**src/verilog/fetchPkg.sv**
```systemverilog
// Fetch stage shared definitions
// Opcode and forwarding-select enums, the later-stage status word,
// the forwarding control pair and the fetch slot handed to decode.
// Field positions follow the 16-bit, eight-register teaching ISA.
package fetchPkg;

   localparam int addrWidth   = 16;                     // Instruction and address width
   localparam int opWidth     = 5;                      // Opcode field size
   localparam int regWidth    = 3;                      // Eight registers
   localparam int opLsb       = 11;                     // Opcode in bits 15 to 11
   localparam int rsLsb       = 8;                      // Rs in bits 10 to 8
   localparam int rtLsb       = 5;                      // Rt in bits 7 to 5
   localparam int lineWords   = 4;                      // Words per buffered line
   localparam int lineOffBits = $clog2(2 * lineWords);  // Byte offset inside a line

   // Opcodes that matter to hazard decode
   typedef enum logic [opWidth-1:0] {
      opHalt = 5'b00000,
      opNop  = 5'b00001,
      opAddi = 5'b01000,
      opLd   = 5'b10001,
      opSt   = 5'b10000,
      opBeqz = 5'b01100,
      opJ    = 5'b00100,
      opAlu  = 5'b11011   // Register-register group
   } instrOp;

   // Operand source for the execute stage
   typedef enum logic [1:0] {
      fwdNone = 2'b00,   // Register file value
      fwdX    = 2'b01,   // Result leaving execute
      fwdM    = 2'b10,   // Result leaving memory
      fwdW    = 2'b11    // Writeback value
   } fwdSel;

   // Status of one later pipeline stage, 6 bits
   typedef struct packed {
      logic                regWrt;     // Stage writes a register
      logic [regWidth-1:0] wrtReg;     // Destination register
      logic                isLoad;     // Result comes from data memory
      logic                isBranch;   // Control transfer in flight
   } stageInfo;

   // Forwarding selects for both operands, 4 bits
   typedef struct packed {
      fwdSel fwdA;   // Rs source
      fwdSel fwdB;   // Rt source
   } fwdCtrl;

   // Fetch slot to decode, 34 bits
   typedef struct packed {
      logic [addrWidth-1:0] instruction;
      logic [addrWidth-1:0] incPC;        // Address of the next word
      logic                 instrValid;   // Memory delivered this cycle
      logic                 bubble;       // Inserted nop
   } fetchOut;

   // Encoding of a nop
   localparam logic [addrWidth-1:0] nopWord = {opNop, {(addrWidth - opWidth){1'b0}}};

endpackage

```
**src/verilog/instrMemory.sv**
```systemverilog
// Instruction memory with a variable-latency model
// A one-line buffer sits in front of a slow word array. A fetch inside the
// buffered line returns one cycle later. Any other fetch stalls for
// missLatency cycles, returns the word the cycle after and refills the line.
// Odd addresses return a nop together with alignErr. The array is written
// only through the preload port.
module instrMemory #(
   parameter int missLatency = 3,     // Extra cycles per miss, at least 1
   parameter int memWords    = 256    // Array depth in words
) (
   input  logic                           clk,
   input  logic                           reset,
   input  logic [fetchPkg::addrWidth-1:0] addr,       // Byte address
   input  logic                           freeze,     // No new accesses
   input  logic                           loadEn,
   input  logic [fetchPkg::addrWidth-1:0] loadAddr,   // Byte address
   input  logic [fetchPkg::addrWidth-1:0] loadData,
   output logic [fetchPkg::addrWidth-1:0] word,
   output logic                           done,
   output logic                           stall,
   output logic                           alignErr
);

   import fetchPkg::*;

   localparam int idxBits = $clog2(memWords);
   localparam int cntBits = $clog2(missLatency + 1);
   localparam int tagBits = addrWidth - lineOffBits;

   logic [addrWidth-1:0] memArray [memWords];   // Slow backing array
   logic [tagBits-1:0]   lineTag;               // Line held in the buffer
   logic                 tagValid;
   logic [cntBits-1:0]   missCnt;               // Miss cycles left
   logic [idxBits-1:0]   rdIdx;
   logic [idxBits-1:0]   wrIdx;
   logic [addrWidth-1:0] rdWord;
   logic                 lineHit;
   logic                 fillLast;              // Final miss cycle
   logic                 accept;                // Served from the buffer
   logic                 missStart;

   assign rdIdx  = addr[idxBits:1];       // Word index, byte bit dropped
   assign wrIdx  = loadAddr[idxBits:1];
   assign rdWord = addr[0] ? nopWord : memArray[rdIdx];

   assign lineHit = tagValid && (addr[addrWidth-1:lineOffBits] == lineTag);
   assign stall   = (missCnt != '0);

   assign fillLast  = stall && (missCnt == cntBits'(1));
   // Odd addresses never go to the array
   assign accept    = !stall && !freeze && (addr[0] || lineHit);
   assign missStart = !stall && !freeze && !addr[0] && !lineHit;

   // Preload port
   always_ff @(posedge clk) begin
      if (loadEn) begin
         memArray[wrIdx] <= loadData;
      end
   end

   always_ff @(posedge clk) begin
      if (reset) begin
         missCnt  <= '0;
         done     <= 1'b0;
         tagValid <= 1'b0;
         alignErr <= 1'b0;
      end else begin
         alignErr <= addr[0];              // Follows the presented address
         done     <= fillLast || accept;   // One cycle after the access
         if (missStart) begin
            missCnt <= cntBits'(missLatency);
         end else if (stall) begin
            missCnt <= missCnt - 1'b1;
         end
         if (fillLast && !addr[0]) begin
            tagValid <= 1'b1;               // Buffer holds a real line now
         end
      end
   end

   // Word and tag registers
   always_ff @(posedge clk) begin
      if (fillLast || accept) begin
         word <= rdWord;
      end
      if (fillLast && !addr[0]) begin
         lineTag <= addr[addrWidth-1:lineOffBits];
      end
   end

   // Busy and delivering are exclusive
   assert property (@(posedge clk) disable iff (reset) !(stall && done))
      else $error("instrMemory: stall and done high together");

   assert property (@(posedge clk) disable iff (reset) missCnt <= cntBits'(missLatency))
      else $error("instrMemory: miss counter above missLatency");

endmodule

```
**config.mk**
```make
export PLATFORM = sky130hd
export DESIGN_NAME = instrMemory
export DESIGN_NICKNAME = d
export VERILOG_FILES = /design/src/verilog/fetchPkg.sv /design/src/verilog/instrMemory.sv
export SDC_FILE = /design/constraint.sdc
export NUM_CORES = 2
export LEC_CHECK = 0
export BUFFER_PORTS_ARGS = -buffer_cell sky130_fd_sc_hd__buf_2
export CAP_MARGIN = 20
export CORE_ASPECT_RATIO = 2
export CORE_MARGIN = 1.5
export CORE_UTILIZATION = 45
export CTS_CLUSTER_DIAMETER = 50
export DETAILED_ROUTE_END_ITERATION = 8
export GPL_ROUTABILITY_DRIVEN = 0
export HOLD_SLACK_MARGIN = 0.02
export PLACE_DENSITY = 0.61
export SLEW_MARGIN = 30
export SYNTH_ARGS = -nofsm -noshare
export SYNTH_HDL_FRONTEND = slang
export SYNTH_SLANG_ARGS = --single-unit
```
**constraint.sdc**
```tcl
create_clock -name clk -period 2.51 [get_ports clk]
set_input_delay 0 -clock clk [delete_from_list [all_inputs] [get_ports clk]]
set_output_delay 0 -clock clk [all_outputs]
set_load 0.05 [all_outputs]
```
==> flow_metrics.py <==
metrics = {
    "run_status": {
        "status": "complete, but fails checks",
        "violations": "negative setup slack",
    },
    "setup_path": {
        "cpLargestDelayFamily": "multiplexers",
        "crit_chain": "mux4_2, mux4_2, nor2_4, a211oi_4, nand4_1, o22ai_1",
        "r2r_slack_ns": -0.06,
        "crit_top_cell": "mux4_2",
        "crit_fanout": 1,
        "worstSetupPathType": "flop to flop",
        "cp_slowest_stage_delay_ns": 0.57,
        "required_ns": 3.18,
        "start_kind": "flop",
        "ff2ff_path_depth": 6,
        "cp_slowest_cell": "mux4_2",
        "cp.arrival_ns": 3.24,
        "regToRegEndpoint": "word[7]",
        "r2r-start": "memArray[251][7]",
        "end_kind": "flop",
        "path_buf_inv": 0,
    },
    "clock_tree": {
        "cts_buffers": 342,
        "cts_tree": "yes",
        "cts.sinks": 4130,
        "path_clk_slew_ns": 0.07,
        "post_cts_buffers": 0,
        "cts_max_level": 5,
        "clockBufferDepth": 4,
        "clock_latency_ns": 0.95,
        "cts_root_buf": "clkbuf_16",
    },
    "final_layout": {
        "fin_nets": 8479,
        "drive_gt1_frac": 0.284,
        "area_growth_pct": 16.1,
        "multiInputGateArea_mm2": 0.0324,
        "fill_cells": 27202,
        "seqCellArea_mm2": 0.124,
    },
    "placement": {
        "port_buffers": 62,
        "dp_hpwl_mm": 314,
        "pre_cts_ws_ns": -0.904,
    },
    "sta": {
        "clock_skew_ns": 0.0358,
        "worstMarginPinSlew_ns": 1.24,
        "layout_setup_ws_ns": -0.0594,
        "rsz0062_at_grt": "yes",
        "finalCriticalPeriod_ns": 2.57,
        "maxSlewHeadroom": 0.164,
        "hold_viol": 0,
        "setup_viol": 1,
        "finalCritPeriodShare": 1.02,
        "drv_slew": 0,
        "fmax_mhz": 389,
    },
    "global_routing": {
        "grt_pass1_wl_mm": 647,
        "antenna_found_initial": 20,
        "overflow": 0,
        "grt_max_degree": 103,
        "grt_pass1_vias": 84284,
        "grtUsageTotal": 0.259,
    },
    "yosys": {
        "syn_avg_cell_area_um2": 21.6,
        "async_flop_share": 0,
        "synth_warnings": 0,
        "synth_top_cell_area_share": 0.780,
        "synthTopCellsByArea": "edfxtp_1, mux4_2, mux2i_1, o221ai_1, o22ai_1",
        "netlist_instances": 7358,
        "synthFlopType": "edfxtp_1",
        "yosysTopAreaCell": "edfxtp_1",
        "syn-cell-area_mm2": 0.159,
        "synth_edf_count": 4125,
        "seq_area_frac_synth": 0.780,
        "syn_nets": 7412,
        "synth-seq-cells": 4130,
        "synth_cell_types": 60,
    },
    "floorplanning": {
        "die_h_um": 843,
        "core_area_mm2": 0.351,
        "dieArea_mm2": 0.357,
        "ios": 71,
        "start_util": 0.452,
        "die_w_um": 423,
        "num_rows": 308,
    },
    "power_and_ir_drop": {
        "clkPwrFrac": 0.388,
        "pwr-share-seq": 0.547,
        "total_power_uw": 139000,
        "p_switching_uw": 30400,
        "internal_power_uw": 109000,
        "leakage_uw": 0.0594,
        "powerDensity_mw_per_mm2": 756,
        "ir_drop_mv": 0.531,
        "p_comb_frac": 0.065,
        "p_sw_frac": 0.218,
    },
    "detailed_routing": {
        "drc": 0,
        "wl_per_cell_um": 34.9,
        "first_iter_violations": 8680,
        "ant_nets": 0,
        "num_vias": 81156,
        "firstDrtPassIters": 7,
        "viasPerCell": 6.08,
        "totalWireLength_mm": 465,
    },
    "worst_hold_path": {
        "hold_depth": 2,
        "hold_class": "input pin to flop",
        "hold_start": "loadData[7]",
        "holdPathEnd": "memArray[104][7]",
    },
    "flow_run": {
        "maxCapViolations": 0,
    },
}
-- power groups by stage --
stage	combinational, µW	clock [µW]	sequential [µW]
final	9090	54100	76300
after global routing	9390	56900	76300
after CTS	9060	54700	76300
after detailed placement	8900	0	77800
after global placement	8770	0	77800
after floorplan	3880	0	78000
-- worst max-delay path by stage --
stage | depth (start not counted) | from | slack [ns] | end
2_1_floorplan | 5 | lineTag[10] | 0.29 | word[0]
3_3_place_gp | 11 | addr[1] | -1.25 | word[3]
3_5_place_dp | 11 | addr[1] | -0.90 | word[13]
4_1_cts | 6 | memArray[251][7] | -0.07 | word[7]
5_1_grt | 6 | memArray[251][7] | -0.06 | word[7]
6_report | 6 | memArray[251][7] | -0.06 | word[7]
-- per-layer routing --
layer / vias up / share of wire / global-route usage
met2: 3312 / 0.54 / 0.474
li1: 33386 / - / -
met5: - / 0.00022 / 0
met1: 43521 / 0.32 / 0.275
met4: 14 / 0.077 / 0.170
met3: 923 / 0.060 / 0.0361
-- synth_stat cells, drive strengths merged, types with 13 or more instances --
cell type     n
nor3         43
edfxtp     4125
o22ai       192
a221oi       28
mux4        781
nand3        65
a22oi       115
o221ai      246
and3         13
a31oi        26
nand2        43
o21ai        88
a22o         28
buf         268
a21oi       135
clkbuf      177
nor2        285
xnor2        13
nor2b        16
nand4        46
mux2i       521
-- cells in the final DEF (no fill, tap or decap), drive strengths merged, types with 28 or more instances in the layout --
master and count:
o221ai 246, clkinv 129, o21ai 88, nor3 43, a22oi 115, a221oi 28
a21oi 135, dlygate4sd3 55, edfxtp 4125, o22ai 192, nand2 43, nand4 46
buf 1116, bufinv 40, nor2 285, a22o 28, mux2i 521, mux4 781
clkbuf 421, nand3 65
-- final cells by class --
class	count	share of cell area
diodes	5	0.0000678
clock buffers	417	0.0486
clock inverters	190	0.0108
inverters	8	0.000190
multi-input cells	2768	0.176
flip-flops and latches	4130	0.672
well taps	4650	0.0315
repair buffers	1175	0.0611
-- cells by family after synthesis --
| group | share of synthesized area |
|---|---|
| AOI/OAI and AO/OA | 0.0397 |
| xor gates and xnor gates | 0.000772 |
| adders and majority gates | 0.000157 |
| buffers and inverters | 0.0191 |
| DFF | 0.780 |
| muxes | 0.144 |
| and+or+nand+nor | 0.0159 |
-- through the flow --
stage	instances	util	hold slack, ns	setup TNS, ns	cell area (µm²)
floorplan	7358	-	0.0667	0	159000
global placement	12678	0.491	0.205	-11.52	173000
detailed placement	12679	0.491	0.209	-10.36	173000
CTS	13338	0.525	0.0255	-0.100	184000
global route	13339	0.525	0.0492	-0.153	185000
finish	13343	0.525	0.0446	-0.0594	185000
-- what timing repair did --
action,in CTS,in global routing
hold endpoints to repair,4420,0
hold buffers,55,0
resized for setup,48,25
pin swaps,11,19
setup endpoints to repair,13,25
-- flip-flops by register name, indices dropped and copies added, names as in the netlist --
signal / count
alignErr: 1
word: 16
tagValid: 1
missCnt: 2
memArray: 4096
lineTag: 13
done: 1
Note: power is estimated with default switching activity, not from simulation.
