===== src/verilog/fetchPkg.sv =====
// Fetch stage shared definitions
// Opcode and forwarding-select enums, the later-stage status word,
// the forwarding control pair and the fetch slot handed to decode.
// Field positions follow the 16-bit, eight-register teaching ISA.
package fetchPkg;

   localparam int addrWidth   = 16;                     // Instruction and address width
   localparam int opWidth     = 5;                      // Opcode field size
   localparam int regWidth    = 3;                      // Eight registers
   localparam int opLsb       = 11;                     // Opcode in bits 15 to 11
   localparam int rsLsb       = 8;                      // Rs in bits 10 to 8
   localparam int rtLsb       = 5;                      // Rt in bits 7 to 5
   localparam int lineWords   = 4;                      // Words per buffered line
   localparam int lineOffBits = $clog2(2 * lineWords);  // Byte offset inside a line

   // Opcodes that matter to hazard decode
   typedef enum logic [opWidth-1:0] {
      opHalt = 5'b00000,
      opNop  = 5'b00001,
      opAddi = 5'b01000,
      opLd   = 5'b10001,
      opSt   = 5'b10000,
      opBeqz = 5'b01100,
      opJ    = 5'b00100,
      opAlu  = 5'b11011   // Register-register group
   } instrOp;

   // Operand source for the execute stage
   typedef enum logic [1:0] {
      fwdNone = 2'b00,   // Register file value
      fwdX    = 2'b01,   // Result leaving execute
      fwdM    = 2'b10,   // Result leaving memory
      fwdW    = 2'b11    // Writeback value
   } fwdSel;

   // Status of one later pipeline stage, 6 bits
   typedef struct packed {
      logic                regWrt;     // Stage writes a register
      logic [regWidth-1:0] wrtReg;     // Destination register
      logic                isLoad;     // Result comes from data memory
      logic                isBranch;   // Control transfer in flight
   } stageInfo;

   // Forwarding selects for both operands, 4 bits
   typedef struct packed {
      fwdSel fwdA;   // Rs source
      fwdSel fwdB;   // Rt source
   } fwdCtrl;

   // Fetch slot to decode, 34 bits
   typedef struct packed {
      logic [addrWidth-1:0] instruction;
      logic [addrWidth-1:0] incPC;        // Address of the next word
      logic                 instrValid;   // Memory delivered this cycle
      logic                 bubble;       // Inserted nop
   } fetchOut;

   // Encoding of a nop
   localparam logic [addrWidth-1:0] nopWord = {opNop, {(addrWidth - opWidth){1'b0}}};

endpackage


===== src/verilog/hazardDetect.sv =====
// Hazard detection and forwarding for the fetched instruction
// Decodes which source registers the word reads, then compares them with
// the destinations of decode, execute, memory and writeback. A branch in
// flight flushes the slot, a load in decode feeding this word inserts one
// bubble, and the forwarding selects pick the youngest producer.
// Purely combinational.
module hazardDetect (
   input  logic [fetchPkg::addrWidth-1:0] memWord,
   input  logic                           memDone,
   input  fetchPkg::stageInfo             stageD,
   input  fetchPkg::stageInfo             stageX,
   input  fetchPkg::stageInfo             stageM,
   input  fetchPkg::stageInfo             stageW,
   output logic [fetchPkg::addrWidth-1:0] slot,      // Word passed to decode
   output logic                           bubble,    // Slot is an inserted nop
   output logic                           pcHold,    // Refetch the same PC
   output fetchPkg::fwdCtrl               fwd
);

   import fetchPkg::*;

   instrOp              op;
   logic [regWidth-1:0] rs;
   logic [regWidth-1:0] rt;
   logic                readsRs;
   logic                readsRt;
   logic                flush;
   logic                loadUse;

   // Youngest producer of src, X before M before W
   function automatic fwdSel pickSrc(
      input logic [regWidth-1:0] src,
      input stageInfo            sx,
      input stageInfo            sm,
      input stageInfo            sw
   );
      fwdSel sel;
      sel = fwdNone;
      if (sx.regWrt && !sx.isLoad && (sx.wrtReg == src)) begin
         sel = fwdX;                         // Load data not ready in X
      end else if (sm.regWrt && (sm.wrtReg == src)) begin
         sel = fwdM;
      end else if (sw.regWrt && (sw.wrtReg == src)) begin
         sel = fwdW;
      end
      return sel;
   endfunction

   assign op = instrOp'(memWord[opLsb +: opWidth]);
   assign rs = memWord[rsLsb +: regWidth];
   assign rt = memWord[rtLsb +: regWidth];

   // Source register usage per opcode
   always_comb begin
      readsRs = 1'b1;
      readsRt = 1'b0;
      case (op)
         opHalt, opNop, opJ: begin
            readsRs = 1'b0;                  // No register operands
         end
         opSt, opAlu: begin
            readsRt = 1'b1;                  // Both operands
         end
         opAddi, opLd, opBeqz: begin
            readsRt = 1'b0;                  // Rs only
         end
         default: begin
            readsRt = 1'b0;                  // Unknown codes read rs only
         end
      endcase
   end

   // Branch in D, X or M not yet resolved
   assign flush = stageD.isBranch || stageX.isBranch || stageM.isBranch;

   // Load in D writes a register this word needs
   assign loadUse = memDone && stageD.regWrt && stageD.isLoad &&
                    ((readsRs && (stageD.wrtReg == rs)) ||
                     (readsRt && (stageD.wrtReg == rt)));

   assign pcHold = flush || loadUse;
   assign bubble = memDone && pcHold;
   assign slot   = (memDone && !pcHold) ? memWord : nopWord;

   // Selects only for a real instruction
   always_comb begin
      fwd.fwdA = fwdNone;
      fwd.fwdB = fwdNone;
      if (memDone && !pcHold) begin
         if (readsRs) begin
            fwd.fwdA = pickSrc(rs, stageX, stageM, stageW);
         end
         if (readsRt) begin
            fwd.fwdB = pickSrc(rt, stageX, stageM, stageW);
         end
      end
   end

   // A held PC always leaves a nop in the slot
   always_comb begin
      if (memDone && pcHold) begin
         assert (bubble && (slot == nopWord) && (fwd == '0))
            else $error("hazardDetect: PC held without a nop bubble");
      end
   end

endmodule


===== config.mk =====
export PLATFORM = sky130hd
export DESIGN_NAME = hazardDetect
export DESIGN_NICKNAME = d
export VERILOG_FILES = /design/src/verilog/fetchPkg.sv /design/src/verilog/hazardDetect.sv
export SDC_FILE = /design/constraint.sdc
export NUM_CORES = 1
export LEC_CHECK = 0
export BUFFER_PORTS_ARGS = -buffer_cell sky130_fd_sc_hd__clkbuf_2
export CAP_MARGIN = 20
export CORE_UTILIZATION = 37
export DETAILED_ROUTE_END_ITERATION = 10
export PLACE_DENSITY = 0.85
export SYNTH_ARGS = -nofsm -noshare
export SYNTH_HDL_FRONTEND = slang
export SYNTH_SLANG_ARGS = --single-unit

===== constraint.sdc =====
create_clock -name vclk -period 1.7
set_input_delay 0.17 -clock vclk [all_inputs]
set_output_delay 0.17 -clock vclk [all_outputs]
set_load 0.02 [all_outputs]

==> impl.org, run 1 <==
** GRT
- Global routing used 24.4% of the available met1 tracks.
- Entering global routing, the biggest net connects 22 pins.
- Global routing consumed, on the met2 layer, 44.1% of the routing resources.
- Met3 usage :: 1.30%
- Number of global-route vias before repair :: 772
- The number of antenna violations at the first check in global routing is 0.
- In the global route stage, overall resource usage came out at 21.6%.
- The first global-routing pass estimated 3130 um of wire.
- GR peak layer :: met2
- Overflow left after global routing :: 0

** Cells and area
- After the last flow step, the layout net total stands at 188.
- From synthesis to final layout, the design area changed by 91.6%.
- Count of antenna diodes in the layout :: 0
- Registers take 0 um^2.
- Counting the clock-network buffers in the layout gives 0.
- Share of post-route cells with drive strength above 1 :: 55.9%
- Once layout is done, the placed cells without fillers occupy 1120 um^2.
- In the final layout, the multi-input gates occupy 528 um^2.
- Fraction of the core area covered by cells at the end of the flow :: 80.8%
- Number of sequential cells in the layout :: 0
- The filler cells instantiated in the layout total 101.

** Place
- Placement-stage cell area :: 938 um^2
- The congestion estimate from routability-driven global placement came to 0.861.
- Timing analysis after detailed placement gives a worst setup slack of -0.122 ns.
- Buffers placed on the I/O ports in this run total 60.
- Post-detailed-placement half-perimeter wirelength :: 1650 um

** Logic synthesis
- Cell Area, Synth :: 583 um^2
- Of the synthesized area, sequential elements account for 0%.
- When the netlist entered floorplanning its net count stood at 122.
- Counting distinct cell types in the post-synthesis netlist gives 28.
- In the post-synthesis netlist, the biggest area contributors are sky130_fd_sc_hd__and3_1 18%, sky130_fd_sc_hd__xnor2_1 18%, sky130_fd_sc_hd__xor2_1 18%.
- Of the post-synthesis cell area, the dominant cell type holds 18.2%.
- Gate count of the mapped netlist :: 81
- The most common cell in the synthesized netlist is sky130_fd_sc_hd__and3_1.
- Sorting the synthesized cells by how often they occur yields 17 x sky130_fd_sc_hd__and3_1, 12 x sky130_fd_sc_hd__xnor2_1, 12 x sky130_fd_sc_hd__xor2_1.
- The Yosys step of the flow raised 0 warnings.
- sky130_fd_sc_hd__and3_1 takes more of the synthesized area than any other cell.
- Post-Syn Area per Cell :: 7.20 um^2

** Route
- Count of vias placed by the detailed router :: 876
- Vias per Instance :: 5.48
- Dividing the detail-routed wire length by the instance count gives 14.7 um.
- The first detailed-routing pass took 2 iterations.
- Number of DRC markers after the initial detailed-route iteration :: 15
- Aggregate routed wire length :: 2360 um
- DRT antenna net count :: 0
- For this run, design rule violations remaining after detail routing come to 0.

** Timing
- In this run the tightest slew margin relative to its limit is 67.9%.
- Final sum of negative setup slack :: -3.28 ns
- Final Slew Violations :: 0
- Final hold violation count :: 0
- After layout, the worst path uses 111% of the clock period.
- After layout, the worst setup slack is -0.186 ns.
- Setup violations remaining at the end of the flow were counted as 22.
- Timing would allow up to 530 MHz.
- For the pin with the worst max-slew slack, the measured transition is 0.480 ns.
- Subtracting the final worst setup slack from the clock period gives 1.89 ns.
- Setup repair after global routing could not meet its margin everywhere.

** Status
- The checks that failed: negative setup slack.
- Result of the run :: finished with violations

** Worst setup path
- Ordered cell list for the critical path :: buf_6 -> xor2_1 -> or4_1 -> o21ai_2 -> a21oi_2 -> buf_6 -> and3_1 -> buf_6
- Together, buffers and inverters on the worst path number 3.
- The most numerous cell type found on the critical path is sky130_fd_sc_hd__buf_6.
- Number of cells on the critical path :: 8
- CP max-delay cell :: sky130_fd_sc_hd__or4_1
- Type of element capturing the critical path :: output port
- The worst setup path is launched from an input pin.
- At the worst endpoint, the arrival time is 1.72 ns.
- The worst setup path is of the in2out kind.
- At the worst endpoint, the required time is 1.53 ns.
- Along the worst path, the maximum fanout reaches 7.
- Top Family by Delay on Critical Path :: simple AND/OR/NAND/NOR gates
- For this run, the slowest stage of the critical path takes 0.55 ns.

** Run
- Across the run, the number of max-cap violations was 0.

** Floorplanning
- Standard-cell row count :: 13
- The die covers 1740 um^2.
- Die width :: 41.7 um
- Die Y-Extent :: 41.7 um
- For this configuration, the core starts out at a cell density of 42.2%.
- During I/O placement, the number of pins put on the boundary was 63.
- The floorplan step defined a core boundary enclosing 1380 um^2.

** Worst hold path
- Min-delay worst type :: in2out
- Counting instances, the worst hold path has a depth of 3.

** Power
- Maximum resistive drop on vdd :: 0.113 mV
- In this run the power density over the cells is 201 nW/um^2.
- Overall power of the completed layout :: 0.225 mW
- Pleak :: 0.593 nW
## per-layer routing
metal | part of all wire (%) | wire, um
met4 | 4.8 | 114
met1 | 36 | 845
met3 | 5.1 | 120
met2 | 54 | 1280
met5 | 0 | 0
## path summary, 6_finish.rpt
path	slack [ns]	endpoint	start
worst max-delay path	-0.19	slot[15]	stageD[3]
worst min-delay path	0.68	slot[2]	memWord[2]
## per-stage QoR
step / hold WS, ns / cells
floorplan: 0.532 / 81
global placement: 0.699 / 159
global route: 0.699 / 160
detailed placement: 0.704 / 159
finish: 0.684 / 160
CTS: 0.705 / 159
## logic make-up (layout without fill, tap and decap cells)
family	after synthesis	count (layout)	synth area share [%]
and+or+nand+nor	38	38	42.1
AOI/OAI and AO/OA	8	8	10.7
buffers and inverters	11	75	11.2
xor gates and xnor gates	24	24	36.1
## layout make-up
type                       instances  area share [%]
timing repair buffer              74            50.7
tap                               15            1.68
inverter                           1           0.336
multi-input combinational         70            47.3
## cell usage in the layout, fill, tap and decap left out, types with 2 or more instances in the layout
| cell | netlist | layout |
|---|---|---|
| sky130_fd_sc_hd__nand3_1 | 3 | 3 |
| sky130_fd_sc_hd__clkbuf_2 | 0 | 37 |
| sky130_fd_sc_hd__or4_1 | 2 | 2 |
| sky130_fd_sc_hd__xor2_1 | 12 | 12 |
| sky130_fd_sc_hd__xnor2_1 | 12 | 12 |
| sky130_fd_sc_hd__and4_1 | 2 | 2 |
| sky130_fd_sc_hd__buf_4 | 0 | 11 |
| sky130_fd_sc_hd__buf_6 | 3 | 24 |
| sky130_fd_sc_hd__and3_1 | 17 | 16 |
| sky130_fd_sc_hd__nor4_1 | 2 | 2 |
| sky130_fd_sc_hd__nand4_1 | 3 | 3 |
| sky130_fd_sc_hd__nand2b_1 | 2 | 2 |
## timing repair
| action | CTS | global route |
|---|---|---|
| hold endpoints to repair | 0 | 0 |
| setup endpoints to repair | 21 | 22 |
| gates resized for setup | 4 | 69 |
| pin swaps | 0 | 4 |
| cloned | 0 | 1 |
| hold buffers | 0 | 0 |
| buffers inserted | 0 | 0 |
## report_power, final
| group | switching [mW] | internal (mW) | leakage [nW] |
|---|---|---|---|
| sequential | 0 | 0 | 0 |
| clock | 0 | 0 | 0 |
| combinational | 0.108 | 0.117 | 0.593 |
| total | 0.108 | 0.117 | 0.593 |
Note: power is estimated with default switching activity, not from simulation.
==> run 2: changes to the inputs <==
--- a/config.mk
+++ b/config.mk
@@ -5,7 +5,7 @@
 export SDC_FILE = /design/constraint.sdc
 export NUM_CORES = 1
 export LEC_CHECK = 0
-export BUFFER_PORTS_ARGS = -buffer_cell sky130_fd_sc_hd__clkbuf_2
+export BUFFER_PORTS_ARGS = -buffer_cell sky130_fd_sc_hd__buf_2
 export CAP_MARGIN = 20
 export CORE_UTILIZATION = 37
 export DETAILED_ROUTE_END_ITERATION = 10
@@ -13,3 +13,4 @@
 export SYNTH_ARGS = -nofsm -noshare
 export SYNTH_HDL_FRONTEND = slang
 export SYNTH_SLANG_ARGS = --single-unit
+export TNS_END_PERCENT = 50
==> impl.org, run 2 (synthesis results as in run 1) <==
** Power
- The ratio of total power to cell area is 212 nW/um^2 (+5.4%).
- The highest ir drop seen on vdd came to 0.169 mV (+49%).
- The standby leakage power was 0.600 nW (+1.2%).

** Route
- Average routed wire per standard cell :: 20.9 um (+42%)
- Vias per Instance :: 6.27 (+14%)
- The detailed router's first-iteration violation count was 30 (+15).
- The count of antenna-violating nets left after detailed routing came to 0 (unchanged).
- DRT Pass-1 Iters :: 4 (+2)
- The number of vias in the routed layout came to 1040 (+19%).
- Aggregate routed wire length :: 3470 um (+47%)
- The DRC violation count after routing came to 0 (unchanged).

** Cells and area
- The number of flip-flops and latches is 0 (unchanged).
- The number of filler cells placed in the layout was 38 (-62%).
- The multi-input logic area came to 707 um^2 (+34%).
- Clock buffers :: 0 (unchanged)
- Commonest cells after routing, fill and taps aside :: 38 x sky130_fd_sc_hd__buf_2, 23 x sky130_fd_sc_hd__buf_6, 15 x sky130_fd_sc_hd__buf_4, 13 x sky130_fd_sc_hd__and3_4, 12 x sky130_fd_sc_hd__xnor2_1
- The antenna diode instance count was 0 (unchanged).
- The share of final-layout standard cells stronger than drive strength 1 was 68.9% (+13 points).
- The area used by sequential logic in the layout was 0 um^2 (unchanged).
- The number of nets in the layout was 194 (+3.2%).
- Area Overhead vs Synth :: 124%
- Leaving out fill and tap cells, the most frequent cell in the layout is sky130_fd_sc_hd__buf_2.

** GRT
- Overflow left after global routing :: 0 (unchanged)
- Number of global-route vias before repair :: 869 (+13%)
- Tot GR Track Use :: 26.3% (+4.6 points)
- Maximum number of pins on one net before global-route repair :: 22 (unchanged)
- Antenna violations before repair :: 0 (unchanged)
- The wire length of the first global-routing pass came to 3730 um (+19%).

** Floorplanning
- The area enclosed by the die boundary was 1740 um^2 (unchanged).
- The total number of placement rows was 13 (unchanged).
- I/O Pins :: 63 (unchanged)
- Initial core utilization :: 42.2% (unchanged)
- Die Y-Extent :: 41.7 um (unchanged)
- Die width :: 41.7 um (unchanged)
- Area of the core region :: 1380 um^2 (unchanged)

** Timing
- The transition time at the pin with the least slew margin is 0.463 ns (-0.0177 ns).
- Final Slew Violations :: 0 (unchanged)
- The post-route fraction of the period consumed by the critical path is 116% (+4.9 points).
- The number of setup violations in the final report came to 21 (-4.5%).
- The setup TNS after final layout was -2.44 ns (+0.843 ns).
- Worst rel slew slack :: 68.9% (+1.0 points)
- Period minus WS final :: 1.97 ns (+0.0836 ns)
- The highest clock frequency the design can meet was 508 MHz (-4.2%).
- Setup repair after global routing missed its margin :: true
- Final hold violation count :: 0 (unchanged)
- The post-layout worst setup margin came to -0.270 ns (-0.0836 ns).

** Worst setup path
- The arrival time at the worst endpoint was 1.80 ns (+0.08 ns).
- Launching element type of the critical path :: input pin
- The maximum fanout along the worst path came to 3 (-4).
- The worst setup path is of the in2out kind.
- Required time of the worst setup path :: 1.53 ns (about the same)
- The worst setup path is captured at an output port.

** Place
- Pre-CTS WS :: -0.290 ns (-0.167 ns)
- The detailed placer's ending HPWL is 1580 um (-4.4%).
- The final RePlAce weighted congestion was 0.814 (-5.4%).
- Number of port buffers :: 60 (unchanged)

** Status
- Result of the run :: finished with violations
- The checks that failed: negative setup slack.

** Worst hold path
- The depth of the worst hold-timing path came to 3 (unchanged).
- The tightest min-delay check is of the in2out type.

** Clock tree
- The number of hold buffers added after cts was 0 (unchanged).

** Run
- The total of max-cap violations is 0 (unchanged).
[run 2: timing repair]
| item | in CTS | in global routing |
|---|---|---|
| pin swaps | 11 | 16 |
| setup endpoints to repair | 22 | 22 |
| cloned | 2 | 1 |
| buffers inserted | 1 | 5 |
| gates resized for setup | 19 | 53 |
[run 2: through the flow]
stage                     instance area (um^2)  hold slack (ns)  utilization [%]  power, mW  cells
after global routing                      1310            0.708             94.5      0.289    166
final                                     1310            0.700             94.5      0.277    166
after CTS                                 1040            0.682             75.5      0.216    160
after global placement                     923            0.690             66.8      0.185    157
after floorplan                            583            0.532                -      0.106     81
after detailed placement                   923            0.694             66.8      0.192    157
[run 2: final timing paths]
| path | startpoint | end | slack [ns] |
|---|---|---|---|
| worst max-delay path | memWord[12] | fwd[1] | -0.27 |
| worst min-delay path | memWord[4] | slot[4] | 0.70 |
[run 2: final cells by class]
cell class,count,share of cell area [%]
Tap cell,15,1.44
Inverter,1,0.287
Timing Repair Buffer,77,44.2
Multi-Input combinational cell,73,54.1
[run 2: report_power, final]
group	internal (mW)	leakage [nW]	switching, mW
Clock	0	0	0
Combinational	0.132	0.600	0.145
Sequential	0	0	0
Total	0.132	0.600	0.145
[run 2: critical path, stage by stage]
cell and delay (ns):
sky130_fd_sc_hd__buf_2 0.13, sky130_fd_sc_hd__buf_4 0.15, sky130_fd_sc_hd__or3_1 0.40, sky130_fd_sc_hd__a21oi_4 0.15
sky130_fd_sc_hd__buf_4 0.13, sky130_fd_sc_hd__a21boi_0 0.28, sky130_fd_sc_hd__and4_1 0.26, sky130_fd_sc_hd__buf_6 0.12
[run 2: per-layer routing]
layer,track usage [%],wire (um),vias to the layer above
li1,-,-,440
met2,53.4,1690,103
met1,26.8,1190,463
met5,0,0,-
met4,11.0,307,0
met3,1.30,293,34
==> run 3: changes to the inputs <==
--- a/config.mk
+++ b/config.mk
@@ -5,11 +5,12 @@
 export SDC_FILE = /design/constraint.sdc
 export NUM_CORES = 1
 export LEC_CHECK = 0
+export ABC_AREA = 1
 export BUFFER_PORTS_ARGS = -buffer_cell sky130_fd_sc_hd__buf_2
 export CAP_MARGIN = 20
-export CORE_UTILIZATION = 37
+export CORE_UTILIZATION = 42
 export DETAILED_ROUTE_END_ITERATION = 10
-export PLACE_DENSITY = 0.85
+export PLACE_DENSITY = 0.91
 export SYNTH_ARGS = -nofsm -noshare
 export SYNTH_HDL_FRONTEND = slang
 export SYNTH_SLANG_ARGS = --single-unit
==> constraint.sdc (replaced) <==
create_clock -name vclk -period 2.52
set_input_delay 0.252 -clock vclk [all_inputs]
set_output_delay 0.252 -clock vclk [all_outputs]
set_load 0.02 [all_outputs]
==> impl.org, run 3 <==
** Timing
- Setup ws final :: 0.816 ns (+1.09 ns)
- Ratio of final minimum period to clock period :: 67.6%
- Static timing analysis puts the maximum clock frequency at 587 MHz.
- Worst slew pin tran :: 0.548 ns (+0.0850 ns)
- Period minus WS final :: 1.70 ns
- Final sum of negative setup slack :: 0 ns (+2.44 ns)
- Finish-stage setup viols :: 0 (-100%)
- Setup repair after global routing left no endpoint under its margin.
- Worst rel slew slack :: 63.2% (-5.7 points)
- The final-layout worst hold slack is 0.816 ns (+0.116 ns).
- Final Slew Violations :: 0 (unchanged)
- Final hold violation count :: 0 (unchanged)

** Floorplanning
- The placeable core region was 1370 um^2 (-1.2%).
- Standard-cell row count :: 13 (unchanged)
- The overall die width is 41.3 um (-0.90%).
- The area enclosed by the die boundary came to 1710 um^2 (-1.8%).
- I/O Pins :: 63 (unchanged)
- Die Y-Extent :: 41.3 um (-0.90%)
- Initial core utilization :: 47.5% (+5.4 points)

** Cells and area
- The number of nets in the layout was 242 (+25%).
- Area Overhead vs Synth :: 45.1%
- Count of antenna diodes in the layout :: 0 (unchanged)
- The share of final-layout standard cells stronger than drive strength 1 is 32.7% (-36 points).
- Final Instance Count excl. Fillers :: 214 (+29%)
- Number of sequential cells in the layout :: 0 (unchanged)
- Filler cell count :: 141 (+270%)
- The final core area utilization came to 69.0% (-26 points).
- Cell area after layout :: 942 um^2 (-28%)
- Commonest non-fill, non-tap cell in the layout :: sky130_fd_sc_hd__buf_2
- The top cell types in the final layout, fill and taps aside, are 60 x sky130_fd_sc_hd__buf_2, 43 x sky130_fd_sc_hd__nand2_1, 32 x sky130_fd_sc_hd__nor2_1, 27 x sky130_fd_sc_hd__inv_1, 7 x sky130_fd_sc_hd__nand3_1.
- The area used by sequential logic in the layout is 0 um^2 (unchanged).
- Clock buffers :: 0 (unchanged)

** Worst setup path
- CP max-delay cell :: sky130_fd_sc_hd__nand3_4
- Cell mode on critical path :: sky130_fd_sc_hd__nand2_1
- Delay of the slowest cell on the worst path :: 0.20 ns (-0.20 ns)
- Type of element capturing the critical path :: output port
- The maximum fanout along the worst path came to 19 (+16).
- Ordered cell list for the critical path :: buf_2 -> inv_1 -> nand2_1 -> nand2_1 -> nor2_1 -> nand3_1 -> nand2_1 -> nand2_2 -> nand3_4 -> nor2_1 -> buf_2
- The sum of buffers and inverters on the critical path was 3 (-1).
- The worst setup path is launched from an input pin.
- Broken down by cell family, the worst path's largest delay share belongs to simple AND/OR/NAND/NOR gates.
- The worst setup path is of the in2out kind.
- The data required time at the worst endpoint was 2.27 ns (+0.74 ns).
- The arrival time at the worst endpoint is 1.45 ns (-0.35 ns).

** Place
- The number of placed instances with taps included is 214 (+36%).
- The final RePlAce weighted congestion came to 0.826 (+1.4%).
- The number of port buffers is 60 (unchanged).
- Pre-CTS WS :: 0.821 ns (+1.11 ns)
- Post-detailed-placement half-perimeter wirelength :: 1770 um (+12%)
- Placement-stage cell area :: 942 um^2 (+2.0%)

** Logic synthesis
- The synthesized design spends more area on one cell type than any other, namely sky130_fd_sc_hd__nand2_1.
- Synth warn :: 0 (unchanged)
- The post-synthesis cell count is 142 (+75%).
- Top cell type's share of synthesized area :: 24.9% (+6.6 points)
- The per-instance average area after synthesis was 4.57 um^2 (-36%).
- Post-synthesis net count :: 183 (+50%)
- Library cells used by synthesis :: 20 (-29%)
- Yosys instantiated no cell more often than sky130_fd_sc_hd__nand2_1.
- Post-synthesis sequential area ratio :: 0% (unchanged)
- Most common library cells after synthesis :: 43 x sky130_fd_sc_hd__nand2_1, 32 x sky130_fd_sc_hd__nor2_1, 27 x sky130_fd_sc_hd__inv_1
- The netlist area before placement came to 649 um^2 (+11%).
- After synthesis, the cell types taking the most area are sky130_fd_sc_hd__nand2_1 25%, sky130_fd_sc_hd__nor2_1 18%, sky130_fd_sc_hd__inv_1 16%.

** Route
- Number of DRC markers after the initial detailed-route iteration :: 33 (+10%)
- Average routed wire per standard cell :: 9.57 um (-54%)
- The count of antenna-violating nets left after detailed routing is 0 (unchanged).
- The DRC violation count after routing was 0 (unchanged).
- The via count normalized by instance count was 4.79 (-23%).
- Aggregate routed wire length :: 2050 um (-41%)
- DRT Pass-1 Iters :: 4 (unchanged)
- The number of vias in the routed layout was 1026 (-1.3%).

** GRT
- Overflow left after global routing :: 0 (unchanged)
- The via count of the first global-routing pass was 766 (-12%).
- The total track usage came to 24.3% (-1.9 points).
- The wire length of the first global-routing pass is 2930 um (-22%).
- Maximum number of pins on one net before global-route repair :: 20 (-9.1%)
- Antenna violations before repair :: 0 (unchanged)

** Power
- The ratio of total power to cell area was 135 nW/um^2 (-36%).
- Pleak :: 0.669 nW (+11%)
- The total power is 0.127 mW (-54%).
- Maximum resistive drop on vdd :: 0.0682 mV (-60%)

** Status
- Result of the run :: finished, final reports clean

** Run
- The total of max-cap violations was 0 (unchanged).

** Worst hold path
- The tightest min-delay check is of the in2out type.

** Clock tree
- The number of hold buffers added after cts was 0 (unchanged).
- Post-CTS setup repair buffer count :: 0 (-1)
- Post-cts sizing count :: 0 (-19)
==> run 3: cell types whose count changed after synthesis, sizes merged, moves of 5 or more <==
cell    before  now
nand2        0   44
clkbuf       6    0
nor2         1   33
nand3        3    8
xor2        12    6
and3        17    1
inv          1   29
xnor2       12    2
==> run 3: final cells by class <==
type / count / area (um^2) / area share, %
Tap cell: 15 / 18.8 / 1.99
Inverter: 29 / 109 / 11.6
Multi-Input combinational cell: 110 / 514 / 54.6
Timing Repair Buffer: 60 / 300 / 31.9
==> run 3: logic make-up (layout without fill, tap and decap cells) <==
| group | count (synthesis) | in the layout | share of synthesized area, % |
|---|---|---|---|
| and+or+nand+nor | 93 | 93 | 60.9 |
| buffers and inverters | 32 | 89 | 20.8 |
| AOI/OAI and AO/OA | 9 | 9 | 7.51 |
| xor gates and xnor gates | 8 | 8 | 10.8 |
==> run 3: worst paths after layout <==
path,cells past startpoint,start,to
hold / removal,4,memWord[3],slot[3]
setup / recovery,11,memWord[5],slot[6]
==> run 3: worst min-delay path, delay by kind of cell <==
family                 cells  cell delay, ns
buffers and inverters      3            0.28
and+or+nand+nor            1            0.03
==> run 3: power by group <==
group	switching (mW)	internal (mW)	leakage [nW]
Clock	0	0	0
Sequential	0	0	0
Combinational	0.0752	0.0523	0.669
==> run 3: metal layers <==
layer	vias up	wire length (um)	global-route usage (%)
li1	540	-	-
met1	447	869	30.1
met2	39	1070	49.2
met3	0	109	0
met4	0	0	0
met5	-	0	0
